`config.mk`:
```
export PLATFORM = sky130hd
export DESIGN_NAME = eg_top
export DESIGN_NICKNAME = d
export VERILOG_FILES = /design/src/eg_pkg.sv /design/src/eg_pure.sv /design/src/eg_timer.sv /design/src/eg_sequencer.sv /design/src/eg_regs.sv /design/src/eg_top.sv
export SDC_FILE = /design/constraint.sdc
export NUM_CORES = 1
export LEC_CHECK = 0
export ABC_AREA = 1
export BUFFER_PORTS_ARGS = -buffer_cell sky130_fd_sc_hd__buf_4
export CORE_UTILIZATION = 32
export CTS_BUF_LIST = sky130_fd_sc_hd__clkbuf_16
export CTS_CLUSTER_DIAMETER = 60
export DETAILED_ROUTE_END_ITERATION = 8
export MAX_ROUTING_LAYER = met4
export SYNTH_ARGS = -nofsm -noshare
export SYNTH_HDL_FRONTEND = slang
export SYNTH_SLANG_ARGS = --single-unit
```
`constraint.sdc`:
```
create_clock -name clk -period 16.3 [get_ports clk]
set_input_delay 1.63 -clock clk [delete_from_list [all_inputs] [get_ports clk]]
set_output_delay 1.63 -clock clk [all_outputs]
set_load 0.02 [all_outputs]
```
`src/eg_pkg.sv`:
```
/*
 * Shared types for the four-slot envelope generator.
 * Configuration register image is fixed at one 32-bit word per slot.
 * AXI4-Lite widths are narrow on purpose: 16-bit address, 32-bit data.
 */
package eg_pkg;

    // ==================================================
    // Envelope geometry
    // ==================================================
    localparam int NUM_SLOTS = 4;                      // Operator slots in one sweep.
    localparam int SLOT_W    = 2;
    localparam int LEVEL_W   = 10;                     // Attenuation, 0 = loudest.
    localparam int CNT_W     = 15;                     // Sweep counter width.
    localparam logic [LEVEL_W-1:0] LEVEL_MAX = 10'h3FF;
    localparam logic [SLOT_W-1:0]  LAST_SLOT = SLOT_W'(NUM_SLOTS - 1);

    // ==================================================
    // AXI4-Lite
    // ==================================================
    localparam int AXIL_ADDR_W = 16;
    localparam int AXIL_DATA_W = 32;
    localparam int AXIL_STRB_W = AXIL_DATA_W / 8;
    localparam int unsigned REG_SPAN = NUM_SLOTS * 4;  // One word per slot.
    localparam logic [1:0] RESP_OKAY   = 2'b00;
    localparam logic [1:0] RESP_SLVERR = 2'b10;

    typedef enum logic [1:0] {
        ATTACK,
        DECAY,
        SUSTAIN,
        RELEASE
    } eg_phase_e;

    typedef enum logic [1:0] {
        IDLE,
        WRITE_RESP,
        READ_RESP
    } axil_state_e;

    // Image: ar 3:0, dr 7:4, sl 11:8, rr 15:12, ksr 16, key_on 31.
    typedef struct packed {
        logic [3:0] ar;
        logic [3:0] dr;
        logic [3:0] sl;     // Sustain level, in steps of 32.
        logic [3:0] rr;
        logic       ksr;    // Low bit of the effective rate.
        logic       key_on;
    } slot_cfg_t;

    typedef struct packed {
        logic                valid;
        logic [SLOT_W-1:0]   slot;
        eg_phase_e           phase;
        logic [LEVEL_W-1:0]  level;
    } eg_beat_t;

    typedef struct packed {
        logic [AXIL_ADDR_W-1:0] aw_addr;
        logic                   aw_valid;
        logic [AXIL_DATA_W-1:0] w_data;
        logic [AXIL_STRB_W-1:0] w_strb;
        logic                   w_valid;
        logic                   b_ready;
        logic [AXIL_ADDR_W-1:0] ar_addr;
        logic                   ar_valid;
        logic                   r_ready;
    } axil_req_t;

    typedef struct packed {
        logic                   aw_ready;
        logic                   w_ready;
        logic [1:0]             b_resp;
        logic                   b_valid;
        logic                   ar_ready;
        logic [AXIL_DATA_W-1:0] r_data;
        logic [1:0]             r_resp;
        logic                   r_valid;
    } axil_rsp_t;

endpackage

```
`src/eg_pure.sv`:
```
/*
 * One attenuation step for a single slot, purely combinational.
 * Attack moves toward 0, everything else moves toward LEVEL_MAX.
 * No SSG scaling of the decay increment.
 */
`timescale 1ns/1ps

module eg_pure (
    input  logic                       attack,
    input  logic                       step,
    input  logic [4:0]                 rate,    // Effective rate, 0..31.
    input  logic [eg_pkg::LEVEL_W-1:0] eg_in,
    input  logic                       sum_up,
    output logic [eg_pkg::LEVEL_W-1:0] eg_pure
);
    import eg_pkg::*;

    logic [3:0]         dr_sum;
    logic [LEVEL_W:0]   dr_result;  // Extra bit flags overflow.
    logic [LEVEL_W-3:0] ar_sum0;
    logic [LEVEL_W-2:0] ar_sum1;
    logic [LEVEL_W-1:0] ar_sum;
    logic [LEVEL_W:0]   ar_result;  // Extra bit flags underflow.
    logic [LEVEL_W-1:0] eg_held;

    // Decay increment, doubles per rate above 11.
    always_comb begin
        case (rate[4:1])
            4'd12:   dr_sum = {2'b00, step, ~step};
            4'd13:   dr_sum = {1'b0, step, ~step, 1'b0};
            4'd14:   dr_sum = {step, ~step, 2'b00};
            4'd15:   dr_sum = 4'd8;
            default: dr_sum = {2'b00, step, 1'b0};  // 0 or 2.
        endcase
        dr_result = {1'b0, eg_in} + {{(LEVEL_W - 3){1'b0}}, dr_sum};
    end

    // Attack decrement is a fraction of the current level.
    always_comb begin
        casez (rate[4:1])
            4'b1101: ar_sum0 = {1'b0, eg_in[LEVEL_W-1:3]};
            4'b111?: ar_sum0 = eg_in[LEVEL_W-1:2];
            default: ar_sum0 = {2'b00, eg_in[LEVEL_W-1:4]};
        endcase
        ar_sum1 = {1'b0, ar_sum0} + 1'b1;
        if (rate[4:3] == 2'b11) begin
            ar_sum = step ? {ar_sum1, 1'b0} : {1'b0, ar_sum1};  // Fast rates.
        end else begin
            ar_sum = step ? {1'b0, ar_sum1} : '0;
        end
        ar_result = {1'b0, eg_in} - {1'b0, ar_sum};
    end

    // Saturate, then apply instant attack.
    always_comb begin
        if (!sum_up) begin
            eg_held = eg_in;                                   // No tick this visit.
        end else if (attack) begin
            eg_held = ar_result[LEVEL_W] ? '0 : ar_result[LEVEL_W-1:0];
        end else begin
            eg_held = dr_result[LEVEL_W] ? LEVEL_MAX : dr_result[LEVEL_W-1:0];
        end
        eg_pure = (attack && rate == 5'h1F) ? '0 : eg_held;    // Rate 31 jumps.
    end

endmodule

```
`src/eg_timer.sv`:
```
/*
 * Global time base. Slot index steps every clock.
 * The sweep counter steps once per full sweep and wraps freely.
 */
`timescale 1ns/1ps

module eg_timer (
    input  logic                      clk,
    input  logic                      rst_n,
    output logic [eg_pkg::SLOT_W-1:0] slot,
    output logic [eg_pkg::CNT_W-1:0]  sweep_cnt
);
    import eg_pkg::*;

    logic sweep_end;

    // Last slot of the sweep is on this cycle.
    assign sweep_end = (slot == LAST_SLOT);

    // ==================================================
    // Slot and sweep counters
    // ==================================================
    always_ff @(posedge clk) begin
        if (!rst_n) begin
            slot      <= '0;
            sweep_cnt <= '0;
        end else begin
            if (sweep_end) begin
                slot <= '0;                       // Back to the first slot.
            end else begin
                slot <= slot + 1'b1;
            end
            // Slot 0 of the next sweep sees the new count.
            if (sweep_end) begin
                sweep_cnt <= sweep_cnt + 1'b1;    // Wraps at the top.
            end
        end
    end

endmodule

```
`src/eg_sequencer.sv`:
```
/*
 * Per-slot envelope state machine, one slot per clock.
 * Each slot is revisited every NUM_SLOTS cycles, so no forwarding.
 * Key edges hold the level for one visit and only switch phase.
 */
`timescale 1ns/1ps

module eg_sequencer (
    input  logic                                        clk,
    input  logic                                        rst_n,
    input  logic [eg_pkg::SLOT_W-1:0]                   slot,
    input  logic [eg_pkg::CNT_W-1:0]                    sweep_cnt,
    input  eg_pkg::slot_cfg_t [eg_pkg::NUM_SLOTS-1:0]   cfg,
    output eg_pkg::eg_beat_t                            beat
);
    import eg_pkg::*;

    logic [LEVEL_W-1:0] level_q [NUM_SLOTS];   // Per-slot attenuation.
    eg_phase_e          phase_q [NUM_SLOTS];
    logic [NUM_SLOTS-1:0] key_q;               // Previous key-on bit.

    slot_cfg_t          cur_cfg;
    logic [LEVEL_W-1:0] cur_level;
    eg_phase_e          cur_phase;
    logic               key_rise;
    logic               key_fall;
    logic [3:0]         rate4;
    logic [4:0]         rate;
    logic [3:0]         shift;
    logic [CNT_W-1:0]   low_mask;
    logic               step;
    logic               sum_up;
    logic               attack;
    logic [LEVEL_W-1:0] pure_level;
    logic [LEVEL_W-1:0] sus_level;
    logic [LEVEL_W-1:0] next_level;
    eg_phase_e          next_phase;

    assign cur_cfg   = cfg[slot];
    assign cur_level = level_q[slot];
    assign cur_phase = phase_q[slot];
    assign key_rise  = cur_cfg.key_on & ~key_q[slot];
    assign key_fall  = ~cur_cfg.key_on & key_q[slot];
    assign attack    = (cur_phase == ATTACK);
    assign sus_level = LEVEL_W'({cur_cfg.sl, 5'b0});   // sl x 32.

    // ==================================================
    // Rate select and tick rule
    // ==================================================
    always_comb begin
        case (cur_phase)
            ATTACK:  rate4 = cur_cfg.ar;
            DECAY:   rate4 = cur_cfg.dr;
            RELEASE: rate4 = cur_cfg.rr;
            default: rate4 = 4'd0;                      // Sustain never moves.
        endcase
        rate     = (rate4 == 4'd0) ? 5'd0 : {rate4, cur_cfg.ksr};
        shift    = (rate[4:1] < 4'd12) ? 4'd11 - rate[4:1] : 4'd0;
        low_mask = (CNT_W'(1) << shift) - CNT_W'(1);
        sum_up   = (rate != 5'd0) && ((sweep_cnt & low_mask) == '0);
        step     = sweep_cnt[shift] | (rate[1] & sweep_cnt[shift + 4'd1]);
    end

    eg_pure u_pure (
        .attack  (attack),
        .step    (step),
        .rate    (rate),
        .eg_in   (cur_level),
        .sum_up  (sum_up),
        .eg_pure (pure_level)
    );

    // Phase rules. Key edges win over arithmetic.
    always_comb begin
        next_level = pure_level;
        next_phase = cur_phase;
        if (key_rise) begin
            next_phase = ATTACK;
            next_level = cur_level;
        end else if (key_fall) begin
            next_phase = RELEASE;
            next_level = cur_level;
        end else begin
            case (cur_phase)
                ATTACK: begin
                    if (pure_level == '0) next_phase = DECAY;
                end
                DECAY: begin
                    if (pure_level >= sus_level) begin
                        next_level = sus_level;         // Clamp at the bound.
                        next_phase = SUSTAIN;
                    end
                end
                default: ;
            endcase
        end
    end

    // ==================================================
    // Slot memory and output beat
    // ==================================================
    always_ff @(posedge clk) begin
        if (!rst_n) begin
            for (int i = 0; i < NUM_SLOTS; i++) begin
                level_q[i] <= LEVEL_MAX;                // Silent.
                phase_q[i] <= RELEASE;
            end
            key_q <= '0;
            beat  <= '0;
        end else begin
            level_q[slot] <= next_level;
            phase_q[slot] <= next_phase;
            key_q[slot]   <= cur_cfg.key_on;
            beat.valid    <= 1'b1;
            beat.slot     <= slot;
            beat.phase    <= next_phase;
            beat.level    <= next_level;
        end
    end

endmodule

```
`src/eg_regs.sv`:
```
/*
 * AXI4-Lite slave for per-slot configuration, one word per slot.
 * One outstanding transaction, write wins when both arrive together.
 * Accepted writes land in cfg one clock after the handshake.
 */
`timescale 1ns/1ps

module eg_regs (
    input  logic                                      clk,
    input  logic                                      rst_n,
    input  eg_pkg::axil_req_t                         req,
    output eg_pkg::axil_rsp_t                         rsp,
    output eg_pkg::slot_cfg_t [eg_pkg::NUM_SLOTS-1:0] cfg
);
    import eg_pkg::*;

    axil_state_e            state_q;
    logic                   wr_fire;
    logic                   rd_fire;
    logic                   wr_hit;
    logic                   rd_hit;
    logic [SLOT_W-1:0]      wr_idx;
    logic [SLOT_W-1:0]      rd_idx;
    logic                   wr_en_q;    // Commit pending write.
    logic [SLOT_W-1:0]      wr_idx_q;
    logic [AXIL_DATA_W-1:0] wr_data_q;
    logic [AXIL_STRB_W-1:0] wr_strb_q;
    logic [AXIL_DATA_W-1:0] wr_word;
    logic [AXIL_DATA_W-1:0] old_word;
    logic [1:0]             b_resp_q;
    logic [1:0]             r_resp_q;
    logic [AXIL_DATA_W-1:0] r_data_q;

    function automatic logic [AXIL_DATA_W-1:0] cfg_word(input slot_cfg_t c);
        return {c.key_on, 14'd0, c.ksr, c.rr, c.sl, c.dr, c.ar};
    endfunction

    function automatic slot_cfg_t word_cfg(input logic [AXIL_DATA_W-1:0] w);
        slot_cfg_t c;
        c.ar     = w[3:0];
        c.dr     = w[7:4];
        c.sl     = w[11:8];
        c.rr     = w[15:12];
        c.ksr    = w[16];
        c.key_on = w[31];
        return c;
    endfunction

    // ==================================================
    // Decode and handshakes
    // ==================================================
    assign wr_hit  = (req.aw_addr < REG_SPAN);
    assign rd_hit  = (req.ar_addr < REG_SPAN);
    assign wr_idx  = req.aw_addr[SLOT_W+1:2];
    assign rd_idx  = req.ar_addr[SLOT_W+1:2];
    assign wr_fire = (state_q == IDLE) && req.aw_valid && req.w_valid;   // AW and W together.
    assign rd_fire = (state_q == IDLE) && req.ar_valid && !wr_fire;

    assign rsp.aw_ready = wr_fire;
    assign rsp.w_ready  = wr_fire;
    assign rsp.b_valid  = (state_q == WRITE_RESP);
    assign rsp.b_resp   = b_resp_q;
    assign rsp.ar_ready = rd_fire;
    assign rsp.r_valid  = (state_q == READ_RESP);
    assign rsp.r_data   = r_data_q;
    assign rsp.r_resp   = r_resp_q;

    // Byte-strobe merge over the current image.
    always_comb begin
        old_word = cfg_word(cfg[wr_idx_q]);
        for (int b = 0; b < AXIL_STRB_W; b++) begin
            wr_word[8*b +: 8] = wr_strb_q[b] ? wr_data_q[8*b +: 8] : old_word[8*b +: 8];
        end
    end

    always_ff @(posedge clk) begin
        if (!rst_n) begin
            state_q <= IDLE;
            wr_en_q <= 1'b0;
            cfg     <= '0;
        end else begin
            wr_en_q <= wr_fire && wr_hit;               // Out of range writes nothing.
            if (wr_en_q) cfg[wr_idx_q] <= word_cfg(wr_word);
            case (state_q)
                IDLE: begin
                    if (wr_fire) state_q <= WRITE_RESP;
                    else if (rd_fire) state_q <= READ_RESP;
                end
                WRITE_RESP: if (req.b_ready) state_q <= IDLE;
                READ_RESP:  if (req.r_ready) state_q <= IDLE;
                default:    state_q <= IDLE;
            endcase
        end
    end

    // Captured payload and responses.
    always_ff @(posedge clk) begin
        if (wr_fire) begin
            wr_idx_q  <= wr_idx;
            wr_data_q <= req.w_data;
            wr_strb_q <= req.w_strb;
            b_resp_q  <= wr_hit ? RESP_OKAY : RESP_SLVERR;
        end
        if (rd_fire) begin
            r_data_q <= rd_hit ? cfg_word(cfg[rd_idx]) : '0;  // Zero on miss.
            r_resp_q <= rd_hit ? RESP_OKAY : RESP_SLVERR;
        end
    end

endmodule

```
`src/eg_top.sv`:
```
/*
 * Envelope generator top. Four slots, one beat per clock.
 * Output stream has no ready, the sweep never stalls.
 */
`timescale 1ns/1ps

module eg_top (
    input  logic              clk,
    input  logic              rst_n,
    input  eg_pkg::axil_req_t req,
    output eg_pkg::axil_rsp_t rsp,
    output eg_pkg::eg_beat_t  beat
);
    import eg_pkg::*;

    slot_cfg_t [NUM_SLOTS-1:0] cfg;        // Live slot settings.
    logic [SLOT_W-1:0]         slot;       // Slot in process.
    logic [CNT_W-1:0]          sweep_cnt;

    eg_regs u_regs (
        .clk   (clk),
        .rst_n (rst_n),
        .req   (req),
        .rsp   (rsp),
        .cfg   (cfg)
    );

    eg_timer u_timer (
        .clk       (clk),
        .rst_n     (rst_n),
        .slot      (slot),
        .sweep_cnt (sweep_cnt)
    );

    eg_sequencer u_seq (
        .clk       (clk),
        .rst_n     (rst_n),
        .slot      (slot),
        .sweep_cnt (sweep_cnt),
        .cfg       (cfg),
        .beat      (beat)
    );

endmodule

```
-- After elaboration in Yosys (flattened, before gate mapping)
Memories as Yosys holds them, arrays and structs flattened. A register that Yosys moved wholly into a read port is not among the register bits.
Cells that the tools add are included.
- register bits after elaboration: 185
- RAM bits: 48
- output and inout port bits: 56
- logic and storage cells: 168
- memories kept: 2
- memories (name ; depth ; width ; read ports ; clocked after Yosys merged registers in ; wr ports ; line ; source):
    u_seq.level_q ; 4 ; 10 ; 1 ; 1 ; 4 ; eg_sequencer.sv:18 ; logic [LEVEL_W-1:0] level_q [NUM_SLOTS];
    u_seq.phase_q ; 4 ; 2 ; 1 ; 1 ; 4 ; eg_sequencer.sv:19 ; eg_phase_e phase_q [NUM_SLOTS];
- add/subtract/negate cells: 8
- $lt $le $gt $ge: 11
- equal/unequal tests: 15
- shifts and indexed selects: 1
- muxes and demuxes: 62
- bitwise operators: 9
- reductions and logical operators: 20
- operators with widths (cell ; count):
    10-bit 2-to-1 mux ; 12
    18-bit binary-select mux with 2-bit select ; 3
    72-bit bitwise mux ; 1
    18-bit 2-to-1 mux ; 4
    18-bit demux with 2-bit select ; 1
    16-bit by 5-bit less-than comparator with 1-bit output, second input constant ; 2
    2-bit 2-to-1 mux ; 15
    8-bit 2-to-1 mux ; 3
    4-bit == test, second input constant ; 4
    4-bit case mux with 4 select lines ; 1
    8-bit case mux with 2 select lines ; 1
    15-bit by 1-bit adder with 15-bit output, second input constant ; 1
    15-bit bitwise AND ; 1
    15-bit zero test ; 1
    15-bit 2-to-1 mux ; 1
    1-bit by 4-bit left shift with 15-bit output, first input constant ; 1
    15-bit by 2-bit subtractor with 15-bit output, second input constant ; 1
    4-bit case mux with 3 select lines ; 1
    10-bit by 4-bit adder with 11-bit output ; 1
    10-bit by 10-bit subtractor with 11-bit output ; 1
    10-bit by 9-bit >= comparator with 1-bit output ; 1
    10-bit zero test ; 1
    4-bit by 5-bit less-than comparator with 1-bit output, second input constant ; 2
    10-bit OR reduction ; 1
    other kinds (33) ; 65

-- Logic depth before layout (Yosys ltp)
Gate-level depths: netlist of run 1.
- depth in word-level cells: 25
- gate-level depth with buffers: 54
- gate-level depth less buffers: 52

-- Hierarchy
Synthesis of run 1 repeated with hierarchy kept, for this count alone.
- cells, all modules: 1750
- area, all modules: 12532.0 µm²
- by module, submodules not included (module ; instances ; cells an instance ; area an instance (µm²) ; sequential area each (µm²)):
    eg_regs ; 1 ; 696 ; 5485.3 ; 2822.7
    eg_sequencer ; 1 ; 609 ; 4468.0 ; 1821.7
    eg_pure ; 1 ; 330 ; 1735.4 ; 0.0
    eg_timer ; 1 ; 115 ; 843.3 ; 340.3

-- Worst setup path before layout of run 1
OpenSTA, ideal clock, no wires.
- kind: register -> register
- start point: register u_timer.slot[0] (netlist bit)
- end point: memory u_seq.phase_q[0][1] (netlist bit) (data pin)
- setup time: 0.264 ns
- data arrival time: 6.252 ns
- required time: 16.036 ns
- path slack: 9.784 ns
- cell stages (with the launch flop): 53
- buffers on the path: 3
- cells stage by stage: dfxtp_1 > buf_6 > nand2_1 > nand3_1 > nand2_4 > nand2_1 > inv_2 > nand2_1 > nand2_1 > nor2_2 > nand2_1 > buf_2 > ha_1 > inv_1 > a21oi_1 > o21ai_0 > nand2_1 > nor2_1 > (+17 left out) > a21o_1 > inv_1 > o21ai_0 > o21ai_0 > nand2_1 > nand3_1 > inv_1 > ha_1 > a21o_1 > a21oi_1 > o311ai_0 > inv_1 > nand2_2 > nand2_2 > buf_6 > nand3_1 > nand2_1 > nand2_1
- RTL lines (item ; line ; source):
    start: declaration ; eg_timer.sv:10 ; output logic [eg_pkg::SLOT_W-1:0] slot,
    start signal: assignment ; eg_timer.sv:31 ; slot <= slot + 1'b1;
    end: declaration ; eg_sequencer.sv:19 ;

==> results of run 1 <==
## synthesized netlist by cell type, drive strengths merged, types with 13 or more instances
cell type    n
edfxtp      92
o22ai       19
ha          31
nor2       102
a22oi       13
dfxtp      111
inv        172
buf         50
o21ai      189
clkbuf      42
nand3       96
a21oi      195
nor3        17
nand2      293
## per-stage QoR
stage	std cells	setup WS [ns]	power [mW]	hold slack (ns)
2_1_floorplan	1541	9.78	1.07	0.443
3_3_place_gp	2024	7.24	1.22	0.491
3_5_place_dp	2024	7.11	1.23	0.492
4_1_cts	2070	7.05	1.75	0.508
5_1_grt	2070	6.11	1.86	0.523
6_report	2070	6.99	1.74	0.515
## critical path: cells and delay by family, from the launching register on
family                     cells  cell delay (ns)
buffers and inverters         10             1.83
DFF                            1             0.31
AOI/OAI and AO/OA             12             1.96
and+or+nand+nor               24             3.67
adders and majority gates      3             1.20
## routing by layer
layer	vias up	GRT usage (%)	share of wire, %
met3	57	2.66	7.5
met4	0	5.64	2.1
met2	405	28.0	44
met1	5029	25.1	46
li1	5351	-	-
met5	-	-	0
## cell families after synthesis
kind of cell / count (synthesis) / share of synthesized area [%]
compound gates: 474 / 22.9
xor+xnor: 17 / 1.26
fa+ha+maj: 33 / 3.63
buf+inv: 266 / 9.93
flops: 203 / 42.3
other cells: 1 / 0.0318
simple gates: 532 / 19.9
## flip-flops by register name, summed over array words and instances, names as in the netlist
name,cells
u_regs.r_data_q,18
u_regs.cfg,72
u_regs.wr_en_q,1
u_timer.slot,2
u_regs.wr_strb_q,4
u_regs.r_resp_q,1
u_seq.key_q,4
u_timer.sweep_cnt,15
u_regs.b_resp_q,1
u_seq.beat,15
u_regs.wr_idx_q,2
u_seq.phase_q,8
u_regs.state_q,2
u_regs.wr_data_q,18
u_seq.level_q,40
## area by class of cell
cell class,instances,area (um^2)
fill,3722,22400
timing repair buffer,114,856
clock inverter,21,148
multi-input combinational,1072,5690
inverter,174,663
clock buffer,25,626
tap,461,577
sequential,203,4990
## power groups by stage
stage               logic [mW]  clock network [mW]  registers, mW
floorplan                0.454                   0          0.616
global placement         0.624                   0          0.599
detailed placement       0.628                   0          0.599
CTS                      0.633               0.533          0.589
global route             0.713               0.556          0.592
finish                   0.634               0.521          0.589
## worst max path at each step
| stage | from | end |
|---|---|---|
| finish | u_timer.slot[0] | u_seq.phase_q[2][1] |
| global route | u_timer.slot[0] | u_seq.phase_q[2][1] |
| CTS | u_timer.slot[0] | u_seq.phase_q[2][1] |
| detailed placement | u_timer.slot[0] | u_seq.phase_q[2][1] |
| global placement | u_timer.slot[0] | u_seq.phase_q[3][1] |
| floorplan | u_timer.slot[0] | u_seq.phase_q[0][1] |
==> impl_metrics.csv, run 1 <==
group,metric,value,unit
worst_setup_path,end_kind,"register",
floorplan,initial_utilization,32.8,%
worst_setup_path,timing.rr.end,"u_seq.phase_q[2][1]",
routing,drc,0,
synth,seq_area_frac_synth,42.3,%
worst_setup_path,critPathMaxFanout,75,
power_and_ir_drop,p_leak,5.44,nW
timing,max_freq,107,MHz
cells_and_area,stdcell_area,13500,um^2
placed_design,place_congestion,0.926,
outcome,status,"finished, final reports clean",
clock_tree,cts_resized,0,
cells_and_area,final_cell_mix,"nand2_1 (276), a21oi_1 (194), o21ai_0 (183)",
power_and_ir_drop,p_sw_share,37.7,%
power_and_ir_drop,powerDensity,129,nW/um^2
timing,tns,0,ns
clock_tree,cts_max_path_buffers,3,
timing,hold_viol_final,0,
synth,synth_edf_count,92,
synth,synth_area_leaders,"edfxtp_1 (23%), dfxtp_1 (19%), nand2_1 (8.8%), a21oi_1 (8.2%), o21ai_0 (7.8%)",
routing,vias,10800,
synth,ys_warn_count,0,
grt,grt_max_degree,95,
synth,synth_top_area_share,23.5,%
power_and_ir_drop,power.internal,1.09,mW
worst_setup_path,slowest_delay,0.64,ns
worst_setup_path,rr_startpoint,"u_timer.slot[0]",
worst_setup_path,crit_top_cell,"nand2_1",
placed_design,portBuffers,96,
synth,avgSynthCellArea,7.72,um^2
cells_and_area,antenna_cells,0,
synth,synth_cell_types,57,
worst_setup_path,rrSetupSlack,6.99,ns
power_and_ir_drop,seq_power_share,33.8,%
worst_hold_path,worstHoldPathCells,1,
timing,skew,0.0191,ns
synth,synthArstFlopShare,0,%
clock_tree,postCtsSetupBuffers,0,
grt,gr-usage-all-layers,18.4,%
clock_tree,insertion_delay,0.54,ns
floorplan,fp.coreArea,35900,um^2
cells_and_area,area_growth,15.0,%
clock_tree,cts_max_level,1,
worst_hold_path,holdPathEnd,"u_timer.sweep_cnt[14]",
clock_tree,cts_tree,"built",
clock_tree,clkTransAtPathRegs,0.06,ns
routing,avgViaCountPerCell,5.24,
synth,ys_seq_elements,203,
worst_setup_path,slowest_stage,"buf_4",
placed_design,placedInstanceArea,12800,um^2
power_and_ir_drop,power_frac_clock,29.9,%
power_and_ir_drop,switchingPower,658,uW
synth,ys.flop_type,"dfxtp_1",
routing,ant_nets,0,
routing,routed_wl,33900,um
cells_and_area,nets,1698,
routing,routedWlPerCell,16.4,um
grt,grt_pass1_wl,54300,um
routing,drt-initial-drc-count,896,
timing,drv_slew,0,
timing,setup_violations,0,
synth,syn_inst,1526,
floorplan,die_area,37600,um^2
grt,grt_pass1_vias,10200,
floorplan,die_x,194,um
clock_tree,cts_root_buffer,"clkbuf_16",
floorplan,fp-row-count,69,
timing,worstMarginPinSlew,1.14,ns
grt,overflow,0,
clock_tree,cts_buffers,25,
floorplan,io-pin-count,131,
clock_tree,clkSinkCount,203,
worst_setup_path,crit_required,16.55,ns
synth,synth_area,11800,um^2
cells_and_area,final_core_util,37.7,%
timing,period_share,57.1,%
grt,antenna_found_initial,0,
timing,max_slew_margin,23.9,%
clock_tree,hold_buffers,0,
worst_setup_path,start_kind,"register",
power_and_ir_drop,ir_worst_vdd,90.5,uV
worst_setup_path,r2r.worst_path.cells,49,
worst_hold_path,hold_start,"u_timer.sweep_cnt[14]",
worst_setup_path,worst_ep_arrival_time,9.56,ns
placed_design,hpwl,22700,um
synth,synth_top_area_cell,"edfxtp_1",
routing,firstDrtPassIters,5,
cells_and_area,layout-drive-gt1-share,13.6,%
worst_setup_path,path_class,"register to register",
timing,rsz0062_at_grt,"false",
power_and_ir_drop,pwr-share-comb,36.4,%
worst_hold_path,min_path_type,"register to register",
timing,min_period,9.31,ns
flow_run,cap_violations,0,
cells_and_area,final_common_cell,"nand2_1",
floorplan,fp.dieH,194,um
No activity file was read; power rests on OpenSTA's default activity.
==> inputs of run 2 (changes only) <==
==> constraint.sdc (replaced) <==
create_clock -name clk -period 7.7 [get_ports clk]
set_input_delay 0.77 -clock clk [delete_from_list [all_inputs] [get_ports clk]]
set_output_delay 0.77 -clock clk [all_outputs]
set_load 0.02 [all_outputs]
==> run 2 against run 1 <==
Effect of this change: sequential power up 110%; clock-buffer cell count unchanged; clock power is 110% higher; utilization grew 0.72 points; critical path type unchanged; highest routed layer unchanged.
==> impl_metrics.csv, run 2 (same netlist as run 1, synthesis figures left out) <==
group,metric,value,unit
clock_tree,clkTransAtPathRegs,0.06,ns
power_and_ir_drop,p_sw_share,37.7,%
worst_setup_path,rr_startpoint,"u_timer.slot[1]",
power_and_ir_drop,seq_power_share,33.3,%
routing,drc,0,
worst_setup_path,crit_required,7.95,ns
clock_tree,insertion_delay,0.55,ns
worst_setup_path,cpLargestDelayFamily,"compound AO/OA/AOI/OAI gates",
cells_and_area,seq_area,4990,um^2
worst_hold_path,holdPathEnd,"u_regs.wr_data_q[11]",
worst_setup_path,rrSetupSlack,0.68,ns
timing,drv_slew,0,
worst_setup_path,cp_num_buf_inv,10,
routing,firstDrtPassIters,5,
power_and_ir_drop,pwr-share-comb,37.3,%
worst_setup_path,critPathMaxFanout,18,
grt,grt_pass1_wl,54700,um
cells_and_area,final_common_cell,"nand2_1",
placed_design,place_congestion,0.901,
clock_tree,cts_tree,"built",
worst_setup_path,slowest_stage,"fa_1",
cells_and_area,nFillCells,3688,
worst_setup_path,r2r.worst_path.cells,44,
routing,drt-initial-drc-count,885,
cells_and_area,final_core_util,38.4,%
worst_setup_path,timing.rr.end,"u_seq.level_q[2][2]",
outcome,status,"finished, final reports clean",
power_and_ir_drop,powerDensity,273,nW/um^2
clock_tree,hold_buffers,0,
power_and_ir_drop,power.internal,2.34,mW
routing,wl_met2,15800,um
grt,overflow,0,
routing,vias,10900,
clock_tree,cts_max_path_buffers,3,
cells_and_area,antenna_cells,0,
worst_setup_path,end_kind,"register",
flow_run,cap_violations,0,
power_and_ir_drop,p_leak,5.58,nW
floorplan,fp.dieH,194,um
worst_hold_path,worstHoldPathCells,1,
timing,period_share,91.1,%
routing,top_layer_used,"met4",
floorplan,fp.coreArea,35900,um^2
grt,antenna_found_initial,0,
timing,tns,0,ns
worst_setup_path,slowest_delay,0.43,ns
floorplan,fp-row-count,69,
cells_and_area,layout-drive-gt1-share,15.3,%
power_and_ir_drop,switchingPower,1.42,mW
worst_hold_path,min_path_type,"primary input to register",
worst_hold_path,hold_start,"req[35]",
clock_tree,cts_max_level,1,
timing,worstMarginPinSlew,1.04,ns
clock_tree,clkSinkCount,203,
worst_setup_path,path_class,"register to register",
routing,ant_nets,0,
worst_setup_path,crit_top_cell,"nand2_1",
placed_design,hpwl,23700,um
floorplan,die_x,194,um
timing,skew,0.0319,ns
timing,rsz0062_at_grt,"false",
cells_and_area,final_cell_mix,"nand2_1 (276), a21oi_1 (194), o21ai_0 (183)",
timing,min_period,7.02,ns
cells_and_area,multi_input_area,5700,um^2
placed_design,portBuffers,96,
cells_and_area,area_growth,17.2,%
routing,wl_met1,15800,um
cells_and_area,max_flop_register,"u_regs.cfg",
timing,setup_violations,0,
floorplan,initial_utilization,32.8,%
grt,gr-usage-all-layers,18.5,%
worst_setup_path,start_kind,"register",
power_and_ir_drop,ir_worst_vdd,167,uV
timing,max_freq,143,MHz
grt,grt_pass1_vias,10300,
routing,dr_wl_met3,2030,um
timing,hold_viol_final,0,
routing,routed_wl,34400,um
timing,max_slew_margin,30.2,%
floorplan,io-pin-count,131,
cells_and_area,nets,1730,
clock_tree,cts_buffers,25,
routing,avgViaCountPerCell,5.18,
grt,grt_max_degree,87,
worst_setup_path,worst_ep_arrival_time,7.26,ns
routing,routedWlPerCell,16.4,um
clock_tree,cts_root_buffer,"clkbuf_16",
cells_and_area,largest_register_ffs,72,
power_and_ir_drop,power_frac_clock,29.4,%
cells_and_area,largestRegisters,"u_regs.cfg (72), u_seq.level_q (40)",
floorplan,die_area,37600,um^2
==> run 2: cell types whose count changed in the layout (fill, tap and decap cells not counted), moves of 2 or more <==
cell	change
buf_4	+30
clkinv_1	+4
clkinv_2	-4
inv_1	-3
buf_6	+2
dfxtp_4	+2
==> run 2: what timing repair did <==
action / 4_1_cts / 5_1_grt
setup buffers: 0 / 2
resized for setup: 0 / 7
setup endpoints to repair: 0 / 55
==> run 2: stage by stage <==
step | power (mW) | hold slack (ns) | instance area (um^2) | instances | setup WS [ns]
after global routing | 4.01 | 0.369 | 13800 | 2101 | 0.0222
after global placement | 2.64 | 0.500 | 13000 | 2054 | 0.453
after detailed placement | 2.67 | 0.495 | 13000 | 2054 | 0.411
final | 3.76 | 0.395 | 13800 | 2101 | 0.684
after CTS | 3.78 | 0.374 | 13800 | 2099 | 0.329
after floorplan | 2.26 | 0.443 | 11800 | 1541 | 1.18
==> run 2: final cells by class <==
| cell class | instances | area share [%] |
|---|---|---|
| Sequential cell | 203 | 36.2 |
| Tap cell | 461 | 4.18 |
| Multi-Input combinational cell | 1072 | 41.3 |
| Clock inverter | 20 | 1.04 |
| Clock buffer | 25 | 4.53 |
| Timing Repair Buffer | 146 | 7.99 |
| Inverter | 174 | 4.80 |
==> run 2: worst max-delay path by stage <==
stage	endpoint	cells past startpoint	startpoint	slack, ns
after floorplan	u_seq.phase_q[0][1]	52	u_timer.slot[0]	1.18
after global placement	u_seq.level_q[2][4]	47	u_timer.slot[1]	0.45
after detailed placement	u_seq.level_q[2][2]	45	u_timer.slot[1]	0.41
after CTS	u_seq.level_q[2][2]	43	u_timer.slot[1]	0.33
after global routing	u_seq.level_q[2][2]	48	u_timer.slot[1]	0.02
final	u_seq.level_q[2][2]	44	u_timer.slot[1]	0.68
==> run 2: power groups by stage <==
stage | registers, mW | logic [mW] | clock network [mW]
after floorplan | 1.30 | 0.960 | 0
after global placement | 1.27 | 1.37 | 0
after detailed placement | 1.27 | 1.39 | 0
after CTS | 1.25 | 1.40 | 1.13
after global routing | 1.26 | 1.57 | 1.18
final | 1.25 | 1.40 | 1.11
==> run 2: layer usage <==
metal | vias to the layer above | track usage (%)
li1 | 5407 | -
met5 | - | -
met2 | 383 | 29.8
met3 | 58 | 2.02
met4 | 0 | 4.94
met1 | 5043 | 24.7
==> run 2: worst register-to-register path: cells and delay by family, from the launching register on <==
kind | cells | cell delay (ns)
AO/OA/AOI/OAI | 12 | 2.11
flip-flops | 1 | 0.40
AND/OR/NAND/NOR | 19 | 1.91
buffers and inverters | 10 | 1.24
adder cells (fa/ha/maj) | 3 | 1.06
